[src/source/periph_settings.svh]
`ifndef PERIPH_SETTINGS_SVH
`define PERIPH_SETTINGS_SVH

// register bus
`define PERIPH_DATA_W 32
`define PERIPH_ADDR_W 16
`define PERIPH_OFS_W 6

// unit regions, address bits 15:12
`define PERIPH_REGION_IRQ 4'd0
`define PERIPH_REGION_UART 4'd1
`define PERIPH_REGION_TIMER 4'd2

// interrupt controller
`define PERIPH_NUM_SRC 3
`define PERIPH_NUM_TGT 2
`define PERIPH_PRIO_W 3

// timers and uart
`define PERIPH_NUM_TIMERS 2
`define PERIPH_UART_DIV_RESET 32'd4

// read data of the error answer
`define PERIPH_BAD_DATA 32'hDEADBEEF

`endif

[src/source/periph_pkg.sv]
`include "periph_settings.svh"

package periph_pkg;

    // ------------------------------------------------------------
    // register bus as seen from the master
    // ------------------------------------------------------------

    // single-cycle strobe, no handshake
    typedef struct packed {
        logic                      valid;
        logic                      write;
        logic [`PERIPH_ADDR_W-1:0] addr;
        logic [`PERIPH_DATA_W-1:0] wdata;
    } reg_req_t;

    // pulsed one cycle after the request
    typedef struct packed {
        logic                      valid;
        logic                      error;
        logic [`PERIPH_DATA_W-1:0] rdata;
    } reg_rsp_t;

    // ------------------------------------------------------------
    // strobe toward one unit
    // ------------------------------------------------------------

    // rd and wr are only set in a cycle that hits the unit
    typedef struct packed {
        logic                      rd;
        logic                      wr;
        logic [`PERIPH_OFS_W-1:0]  ofs;
        logic [`PERIPH_DATA_W-1:0] wdata;
    } unit_req_t;

endpackage

[src/source/periph_bus_ctrl.sv]
`timescale 1ns/1ns
`include "periph_settings.svh"

module periph_bus_ctrl (
    input  logic                      clk_i,
    input  logic                      rst_i,
    input  periph_pkg::reg_req_t      req_i,
    output periph_pkg::unit_req_t     irq_req_o,
    output periph_pkg::unit_req_t     uart_req_o,
    output periph_pkg::unit_req_t     timer_req_o,
    input  logic [`PERIPH_DATA_W-1:0] irq_rdata_i,
    input  logic [`PERIPH_DATA_W-1:0] uart_rdata_i,
    input  logic [`PERIPH_DATA_W-1:0] timer_rdata_i,
    output periph_pkg::reg_rsp_t      rsp_o
);

    logic [3:0]                region;
    logic                      hit_irq;
    logic                      hit_uart;
    logic                      hit_timer;
    logic                      mapped;
    logic [`PERIPH_DATA_W-1:0] rdata_sel;

    logic                      rsp_valid_q;
    logic                      rsp_error_q;
    logic [`PERIPH_DATA_W-1:0] rsp_rdata_q;

    function automatic periph_pkg::unit_req_t unit_req(input periph_pkg::reg_req_t req,
                                                       input logic hit);
        periph_pkg::unit_req_t r;
        r.rd    = req.valid & ~req.write & hit;
        r.wr    = req.valid & req.write & hit;
        r.ofs   = req.addr[`PERIPH_OFS_W-1:0];
        r.wdata = req.wdata;
        return r;
    endfunction

    // ------------------------------------------------------------
    // region decode
    // ------------------------------------------------------------
    assign region    = req_i.addr[`PERIPH_ADDR_W-1 -: 4];
    assign hit_irq   = (region == `PERIPH_REGION_IRQ);
    assign hit_uart  = (region == `PERIPH_REGION_UART);
    assign hit_timer = (region == `PERIPH_REGION_TIMER);
    assign mapped    = hit_irq | hit_uart | hit_timer;

    assign irq_req_o   = unit_req(req_i, hit_irq);
    assign uart_req_o  = unit_req(req_i, hit_uart);
    assign timer_req_o = unit_req(req_i, hit_timer);

    // writes answer zero unless unmapped
    always_comb begin
        if (!mapped) begin
            rdata_sel = `PERIPH_BAD_DATA;
        end else if (req_i.write) begin
            rdata_sel = '0;
        end else if (hit_irq) begin
            rdata_sel = irq_rdata_i;
        end else if (hit_uart) begin
            rdata_sel = uart_rdata_i;
        end else begin
            rdata_sel = timer_rdata_i;
        end
    end

    // ------------------------------------------------------------
    // response, one cycle after the request
    // ------------------------------------------------------------
    always_ff @(posedge clk_i) begin
        if (rst_i) begin
            rsp_valid_q <= 1'b0;
            rsp_error_q <= 1'b0;
        end else begin
            rsp_valid_q <= req_i.valid;
            rsp_error_q <= req_i.valid & ~mapped;
        end
    end

    always_ff @(posedge clk_i) begin
        if (req_i.valid) begin
            rsp_rdata_q <= rdata_sel;
        end
    end

    assign rsp_o = '{valid: rsp_valid_q, error: rsp_error_q, rdata: rsp_rdata_q};

endmodule

[src/source/periph_irq_ctrl.sv]
`timescale 1ns/1ns
`include "periph_settings.svh"

module periph_irq_ctrl (
    input  logic                      clk_i,
    input  logic                      rst_i,
    input  periph_pkg::unit_req_t     req_i,
    output logic [`PERIPH_DATA_W-1:0] rdata_o,
    input  logic [`PERIPH_NUM_SRC-1:0] src_i,
    output logic [`PERIPH_NUM_TGT-1:0] irq_o
);

    localparam int NS   = `PERIPH_NUM_SRC;
    localparam int NT   = `PERIPH_NUM_TGT;
    localparam int PW   = `PERIPH_PRIO_W;
    localparam int ID_W = $clog2(NS + 1);

    // word index of each register group
    localparam int EN_WORD  = 4;
    localparam int THR_WORD = 6;
    localparam int CLM_WORD = 8;

    logic [3:0]                word;
    logic [ID_W-1:0]           cid;

    logic [NS:1][PW-1:0]       prio_q;
    logic [NT-1:0][NS:1]       en_q;
    logic [NT-1:0][PW-1:0]     thr_q;
    logic [NS:1]               claimed_q;

    logic [NS:1]               pending;
    logic [NT-1:0][ID_W-1:0]   best_id;

    assign word    = req_i.ofs[`PERIPH_OFS_W-1:2];
    assign cid     = req_i.wdata[ID_W-1:0];
    assign pending = src_i & ~claimed_q;

    // ------------------------------------------------------------
    // arbitration per target
    // ------------------------------------------------------------
    always_comb begin : arbiter
        logic [PW-1:0] lvl;
        best_id = '0;
        lvl     = '0;
        for (int t = 0; t < NT; t++) begin
            lvl = thr_q[t];
            // strict compare keeps the lower id on a tie
            for (int s = 1; s <= NS; s++) begin
                if (pending[s] && en_q[t][s] && prio_q[s] > lvl) begin
                    best_id[t] = ID_W'(s);
                    lvl        = prio_q[s];
                end
            end
            irq_o[t] = (best_id[t] != '0);
        end
    end

    // ------------------------------------------------------------
    // register writes, claim and complete
    // ------------------------------------------------------------
    always_ff @(posedge clk_i) begin
        if (rst_i) begin
            prio_q    <= '0;
            en_q      <= '0;
            thr_q     <= '0;
            claimed_q <= '0;
        end else begin
            if (req_i.wr) begin
                for (int s = 1; s <= NS; s++) begin
                    if (word == s) begin
                        prio_q[s] <= req_i.wdata[PW-1:0];
                    end
                end
                for (int t = 0; t < NT; t++) begin
                    if (word == EN_WORD + t) begin
                        en_q[t] <= req_i.wdata[NS:1];
                    end
                    if (word == THR_WORD + t) begin
                        thr_q[t] <= req_i.wdata[PW-1:0];
                    end
                    if (word == CLM_WORD + t && cid != '0 && cid <= NS) begin
                        claimed_q[cid] <= 1'b0;
                    end
                end
            end
            // claim read puts the winner in service
            if (req_i.rd) begin
                for (int t = 0; t < NT; t++) begin
                    if (word == CLM_WORD + t && best_id[t] != '0) begin
                        claimed_q[best_id[t]] <= 1'b1;
                    end
                end
            end
        end
    end

    always_comb begin
        rdata_o = '0;
        if (req_i.rd) begin
            for (int s = 1; s <= NS; s++) begin
                if (word == s) begin
                    rdata_o[PW-1:0] = prio_q[s];
                end
            end
            for (int t = 0; t < NT; t++) begin
                if (word == EN_WORD + t) begin
                    rdata_o[NS:1] = en_q[t];
                end
                if (word == THR_WORD + t) begin
                    rdata_o[PW-1:0] = thr_q[t];
                end
                if (word == CLM_WORD + t) begin
                    rdata_o[ID_W-1:0] = best_id[t];
                end
            end
        end
    end

endmodule

[src/source/periph_timer.sv]
`timescale 1ns/1ns
`include "periph_settings.svh"

module periph_timer (
    input  logic                         clk_i,
    input  logic                         rst_i,
    input  periph_pkg::unit_req_t        req_i,
    output logic [`PERIPH_DATA_W-1:0]    rdata_o,
    output logic [`PERIPH_NUM_TIMERS-1:0] irq_o
);

    localparam int NT = `PERIPH_NUM_TIMERS;
    localparam int DW = `PERIPH_DATA_W;

    logic [1:0]            tsel;
    logic [1:0]            rsel;

    logic [NT-1:0]         en_q;
    logic [NT-1:0]         pend_q;
    logic [NT-1:0][DW-1:0] cnt_q;
    logic [NT-1:0][DW-1:0] cmp_q;

    // 16 bytes per timer
    assign tsel = req_i.ofs[`PERIPH_OFS_W-1 -: 2];
    assign rsel = req_i.ofs[3:2];

    always_ff @(posedge clk_i) begin
        if (rst_i) begin
            en_q   <= '0;
            pend_q <= '0;
            cnt_q  <= '0;
        end else begin
            for (int i = 0; i < NT; i++) begin
                if (en_q[i]) begin
                    if (cnt_q[i] == cmp_q[i]) begin
                        cnt_q[i] <= '0;
                    end else begin
                        cnt_q[i] <= cnt_q[i] + 1'b1;
                    end
                end
                if (req_i.wr && tsel == i) begin
                    if (rsel == 2'd0) begin
                        en_q[i] <= req_i.wdata[0];
                    end
                    if (rsel == 2'd3) begin
                        pend_q[i] <= 1'b0;
                    end
                end
                // a new match wins over a clear
                if (en_q[i] && cnt_q[i] == cmp_q[i]) begin
                    pend_q[i] <= 1'b1;
                end
            end
        end
    end

    always_ff @(posedge clk_i) begin
        for (int i = 0; i < NT; i++) begin
            if (req_i.wr && tsel == i && rsel == 2'd1) begin
                cmp_q[i] <= req_i.wdata;
            end
        end
    end

    always_comb begin
        rdata_o = '0;
        for (int i = 0; i < NT; i++) begin
            if (req_i.rd && tsel == i) begin
                case (rsel)
                    2'd0:    rdata_o = {{(DW-1){1'b0}}, en_q[i]};
                    2'd1:    rdata_o = cmp_q[i];
                    2'd2:    rdata_o = cnt_q[i];
                    default: rdata_o = {{(DW-1){1'b0}}, pend_q[i]};
                endcase
            end
        end
    end

    assign irq_o = pend_q;

endmodule

[src/source/periph_uart_tx.sv]
`timescale 1ns/1ns
`include "periph_settings.svh"

module periph_uart_tx (
    input  logic                      clk_i,
    input  logic                      rst_i,
    input  periph_pkg::unit_req_t     req_i,
    output logic [`PERIPH_DATA_W-1:0] rdata_o,
    output logic                      tx_o,
    output logic                      irq_o
);

    localparam int DW = `PERIPH_DATA_W;

    logic [3:0]    word;
    logic          load;
    logic          bit_end;

    logic          busy_q;
    logic          ie_q;
    logic [DW-1:0] div_q;
    logic [DW-1:0] baud_cnt_q;
    logic [3:0]    bit_cnt_q;
    logic [9:0]    shift_q;

    assign word    = req_i.ofs[`PERIPH_OFS_W-1:2];
    assign load    = req_i.wr && word == 4'd0 && !busy_q;
    // divisor of 0 or 1 gives one cycle per bit
    assign bit_end = (baud_cnt_q + 1'b1) >= div_q;

    always_ff @(posedge clk_i) begin
        if (rst_i) begin
            busy_q     <= 1'b0;
            ie_q       <= 1'b0;
            div_q      <= `PERIPH_UART_DIV_RESET;
            baud_cnt_q <= '0;
            bit_cnt_q  <= '0;
        end else begin
            if (req_i.wr && word == 4'd1) begin
                div_q <= req_i.wdata;
            end
            if (req_i.wr && word == 4'd3) begin
                ie_q <= req_i.wdata[0];
            end
            if (load) begin
                busy_q     <= 1'b1;
                baud_cnt_q <= '0;
                bit_cnt_q  <= '0;
            end else if (busy_q) begin
                if (bit_end) begin
                    baud_cnt_q <= '0;
                    bit_cnt_q  <= bit_cnt_q + 1'b1;
                    // stop bit done
                    if (bit_cnt_q == 4'd9) begin
                        busy_q <= 1'b0;
                    end
                end else begin
                    baud_cnt_q <= baud_cnt_q + 1'b1;
                end
            end
        end
    end

    // 8N1 frame, lsb first
    always_ff @(posedge clk_i) begin
        if (load) begin
            shift_q <= {1'b1, req_i.wdata[7:0], 1'b0};
        end else if (busy_q && bit_end) begin
            shift_q <= {1'b1, shift_q[9:1]};
        end
    end

    always_comb begin
        rdata_o = '0;
        if (req_i.rd) begin
            case (word)
                4'd1:    rdata_o = div_q;
                4'd2:    rdata_o[0] = busy_q;
                4'd3:    rdata_o[0] = ie_q;
                default: rdata_o = '0;
            endcase
        end
    end

    assign tx_o  = busy_q ? shift_q[0] : 1'b1;
    assign irq_o = ie_q & ~busy_q;

endmodule

[src/source/periph_top.sv]
`timescale 1ns/1ns
`include "periph_settings.svh"

module periph_top (
    input  logic                       clk_i,
    input  logic                       rst_i,
    input  periph_pkg::reg_req_t       req_i,
    output periph_pkg::reg_rsp_t       rsp_o,
    output logic [`PERIPH_NUM_TGT-1:0] irq_o,
    output logic                       tx_o
);

    periph_pkg::unit_req_t          irq_req;
    periph_pkg::unit_req_t          uart_req;
    periph_pkg::unit_req_t          timer_req;
    logic [`PERIPH_DATA_W-1:0]      irq_rdata;
    logic [`PERIPH_DATA_W-1:0]      uart_rdata;
    logic [`PERIPH_DATA_W-1:0]      timer_rdata;
    logic                           uart_irq;
    logic [`PERIPH_NUM_TIMERS-1:0]  timer_irq;

    periph_bus_ctrl i_bus_ctrl (
        .clk_i         ( clk_i       ),
        .rst_i         ( rst_i       ),
        .req_i         ( req_i       ),
        .irq_req_o     ( irq_req     ),
        .uart_req_o    ( uart_req    ),
        .timer_req_o   ( timer_req   ),
        .irq_rdata_i   ( irq_rdata   ),
        .uart_rdata_i  ( uart_rdata  ),
        .timer_rdata_i ( timer_rdata ),
        .rsp_o         ( rsp_o       )
    );

    // ------------------------------------------------------------
    // sources: 1 uart, 2 timer 0, 3 timer 1
    // ------------------------------------------------------------
    periph_irq_ctrl i_irq_ctrl (
        .clk_i   ( clk_i                 ),
        .rst_i   ( rst_i                 ),
        .req_i   ( irq_req               ),
        .rdata_o ( irq_rdata             ),
        .src_i   ( {timer_irq, uart_irq} ),
        .irq_o   ( irq_o                 )
    );

    periph_uart_tx i_uart_tx (
        .clk_i   ( clk_i      ),
        .rst_i   ( rst_i      ),
        .req_i   ( uart_req   ),
        .rdata_o ( uart_rdata ),
        .tx_o    ( tx_o       ),
        .irq_o   ( uart_irq   )
    );

    periph_timer i_timer (
        .clk_i   ( clk_i       ),
        .rst_i   ( rst_i       ),
        .req_i   ( timer_req   ),
        .rdata_o ( timer_rdata ),
        .irq_o   ( timer_irq   )
    );

endmodule

[config.mk]
export PLATFORM = sky130hd
export DESIGN_NAME = periph_top
export DESIGN_NICKNAME = d
export VERILOG_FILES = /design/src/source/periph_pkg.sv /design/src/source/periph_bus_ctrl.sv /design/src/source/periph_irq_ctrl.sv /design/src/source/periph_timer.sv /design/src/source/periph_uart_tx.sv /design/src/source/periph_top.sv
export VERILOG_INCLUDE_DIRS = /design/src /design/src/source
export SDC_FILE = /design/constraint.sdc
export NUM_CORES = 1
export LEC_CHECK = 0
export ABC_CLOCK_PERIOD_IN_PS = 9500
export BUFFER_PORTS_ARGS = -buffer_cell sky130_fd_sc_hd__buf_4
export CAP_MARGIN = 5
export CORE_MARGIN = 5
export CORE_UTILIZATION = 45
export CTS_BUF_LIST = sky130_fd_sc_hd__clkbuf_8 sky130_fd_sc_hd__clkbuf_16
export CTS_CLUSTER_DIAMETER = 80
export DETAILED_ROUTE_END_ITERATION = 10
export HOLD_SLACK_MARGIN = 0.06
export SYNTH_ARGS = -nofsm -noshare
export SYNTH_HDL_FRONTEND = slang
export SYNTH_SLANG_ARGS = --single-unit
[constraint.sdc]
create_clock -name clk_i -period 9.5 [get_ports clk_i]
set_clock_uncertainty 0.05 [all_clocks]
set_input_delay 0.95 -clock clk_i [delete_from_list [all_inputs] [get_ports clk_i]]
set_output_delay 0.95 -clock clk_i [all_outputs]
set_load 0.02 [all_outputs]
==> metrics.md <==
| Metric | Value |
|---|---|
| Initial Utilization | around 46% |
| Max Buffers Root-to-Sink | 3 |
| Crit. End Element | output port |
| Area added between synthesis and finish | 14.0% |
| Design area | 16,100 um^2 |
| First-pass GRT wire length | 63,400 um |
| Skew-Pair Late Insertion Delay | ~0.57 ns |
| Total GRT Usage | 22.5% |
| Post-Route WL | 40,300 um |
| Setup Crit Path Kind | register to output port |
| H-tree depth | 1 |
| Ant diodes | 0 |
| Dpl cell area | 14,900 um^2 |
| Max FO, Critical Path | 21 |
| Vias in the first global route | 10.8k |
| Chip height | 187 um |
| I/O Buffers | 80 |
| Clock transition at path regs | around 0.060 ns |
| Detailed Place HPWL | 29,000 um |
| Netlist Area Pre-Place | 14,100 um^2 |
| Minimum clock period | 6.12 ns |
| Routed len/inst | 20.9 um |
| Initial antenna violation count | 1 |
| Xor/xnor cell area share of the yosys netlist | 9.63% |
| Clk Tree Root Cell | clkbuf_16 |
| Post-synthesis sequential area ratio | 45.6% |
| DRC viols | 0 |
| PwrDens | 164 nW/um^2 |
| Post CTS Setup Buffer Count | 0 |
| Total die area | 35,000 um^2 |
| Post-CTS sizing | 0 |
| TNS Setup | 0 ns |
| Cells after Synth | ~1.5k |
| Row cnt | 64 |
| VDD IR max | between 0.0001 and 0.00015 V |
| Nets | 1,611 |
| Hold WC Path Type | register to register |
| Final Cycle Share | 64.4% |
| Netlist cell types | 69 |
| Share of cells above drive strength 1 | 12.0% |
| Outcome | completed |
| Complex-gate fraction of the synthesized area | 14.8% |
| Number of buffers created by CTS | 31 |
| I/O pin count | 89 |
| Required arrival time at the worst endpoint | between 8 and 9 ns |
| Relative slew margins | between 20% and 30% |
| Chip width | 187 um |
| Gp weighted congestion | 0.874 |
| Final setup vio count | 0 |
| Antenna Violating Nets Remaining | 0 |
| Mux cell area share after synthesis | under 10% |
| CTS tree | yes |
| Synth Area in Simple Gates | 17.9% |
| Main combinational cell family by area after synthesis | simple AND/OR/NAND/NOR gates |
| PnR worst setup slack | 3.38 ns |
| Max-Cap Viols | 0 |
| Core Area | 30,700 um^2 |
| Fin. Hold Viols | 0 |
| Ys Warns | 0 |
| Pins Over Slew Limit | 0 |
| Via count | 11.2k |
| Post-synth EDFFs | about 100 |
| Mapped Avg Cell Area | around 9.6 um^2 |
| Async set-reset flop share out of synthesis | 0% |
| Pin count of the biggest net entering global routing | 68 |
| Syn nets | 1,581 |
| Placement Setup Slack | 4.04 ns |
| CP arrival | 5.12 ns |
| Leakage | 6.00 nW |
| Top FF cell, synth | dfxtp_1 |
| Iteration-0 DRC Markers | 987 |
| Drt pass-1 iters | 5 |
| RSZ-0062 raised after global routing | false |
| Actual slew at the worst max-slew pin | 1.14 ns |
| Adder-Cell Fraction of Synth Area | 4.88% |
| Crit start category | register |
| Max Fclk | 0.163 GHz |
| FF+latch count, synth | 269 |
| Clock Sinks | 269 |
| Hold-fix buffers, CTS | 0 |
| Vias per std cell | 5.83 |
| Gr ovfl total | 0 |
| Util after Layout | 52.2% |
[worst max-delay path, cell delays in order, from the launching register on]
cell	delay (ns)
dfxtp_1	0.29
buf_4	0.20
nor3b_1	0.49
nand3_1	0.14
a21oi_1	0.45
mux2_2	0.42
ha_1	0.28
nand3_1	0.08
nand3_1	0.07
a21oi_1	0.43
inv_1	0.14
mux2_2	0.30
ha_1	0.29
nor2b_1	0.13
o21ai_0	0.14
a21oi_1	0.16
or3_1	0.37
buf_4	0.18
[report_power, final]
part	switching [mW]	total [mW]	internal [mW]
Sequential	0.00468	1.21	1.21
Combinational	0.0792	0.119	0.0393
Clock	0.490	1.31	0.819
Total	0.574	2.64	2.07
[final timing paths]
check | end | slack [ns] | from | depth (start not counted)
setup / recovery | irq_o[0] | 3.38 | i_uart_tx.busy_q$_SDFF_PP0_ | 17
hold / removal | i_uart_tx.div_q[25]$_SDFFE_PP0P_ | 0.43 | i_uart_tx.div_q[25]$_SDFFE_PP0P_ | 2
hold reg to reg | i_uart_tx.div_q[25]$_SDFFE_PP0P_ | 0.43 | i_uart_tx.div_q[25]$_SDFFE_PP0P_ | 2
setup reg to reg | i_bus_ctrl.rsp_rdata_q[0]$_SDFFCE_PN1P_ | 4.13 | i_uart_tx.busy_q$_SDFF_PP0_ | 18
[state kept, by name (all words and copies together) (netlist names), 3 cells and up]
name and flops:
i_bus_ctrl.rsp_rdata_q 32, i_irq_ctrl.claimed_q 3, i_irq_ctrl.en_q 6, i_irq_ctrl.prio_q 9, i_irq_ctrl.thr_q 6, i_timer.cmp_q 64
i_timer.cnt_q 64, i_uart_tx.baud_cnt_q 32, i_uart_tx.bit_cnt_q 4, i_uart_tx.div_q 32, i_uart_tx.shift_q 9
[per-layer routing]
metal	global-route usage (%)	vias up	routed length (um)
met5	0	-	0
met1	32.4	5385	18300
met4	5.92	0	1150
met2	35.7	373	18400
met3	3.27	69	2550
li1	-	5390	-
[metrics by stage]
| step | hold WS (ns) | power, mW | cells |
|---|---|---|---|
| 2_1_floorplan | 0.400 | 1.29 | 1474 |
| 3_3_place_gp | 0.412 | 1.35 | 1867 |
| 3_5_place_dp | 0.416 | 1.36 | 1867 |
| 4_1_cts | 0.426 | 2.66 | 1925 |
| 5_1_grt | 0.452 | 2.72 | 1925 |
| 6_report | 0.426 | 2.64 | 1925 |
[cell usage in the layout, fill, tap and decap left out, types with 32 or more instances in the layout]
master	instances
a21oi_1	68
inv_1	59
clkbuf_16	32
nand3_1	60
dfxtp_1	165
xor2_1	113
o22ai_1	33
ha_1	55
nor2_1	139
buf_4	91
nand2_1	134
xnor2_1	42
a22oi_1	66
edfxtp_1	104
[cells by family after synthesis]
group / count (synthesis)
AOI/OAI and AO/OA: 295
xor gates and xnor gates: 155
adders and majority gates: 55
buffers and inverters: 153
DFF: 269
muxes: 36
and+or+nand+nor: 511
[cell type report]
| cell class | count | area [um^2] |
|---|---|---|
| clock inverters | 20 | 256 |
| clock buffers | 38 | 883 |
| inverters | 59 | 221 |
| multi-input cells | 1052 | 7100 |
| fillers | 2845 | 14700 |
| well taps | 396 | 495 |
| repair buffers | 91 | 683 |
| flip-flops and latches | 269 | 6430 |
[cells in the mapped netlist (all sizes together), types with 9 or more instances]
library cell	count	share of area, %
nand3	61	2.2
o21ai	30	1.2
o22ai	33	1.5
nand2b	15	0.67
mux2i	24	1.7
nor3	17	0.68
and4	18	1.1
xor2	113	7.0
ha	55	4.9
a32o	20	1.4
nand2	134	3.6
a22oi	66	3.5
nand4	34	1.6
xnor2	42	2.6
edfxtp	104	22
inv	59	1.6
dfxtp	165	23
a21o	10	0.53
a21oi	69	2.5
nor4	22	0.98
nor2	143	3.8
a211o	27	1.7
and3	14	0.62
clkbuf	71	1.9
or3	9	0.40
nor2b	19	0.84
buf	23	0.87
mux2	10	0.80
No activity file was read; power rests on OpenSTA's default activity.
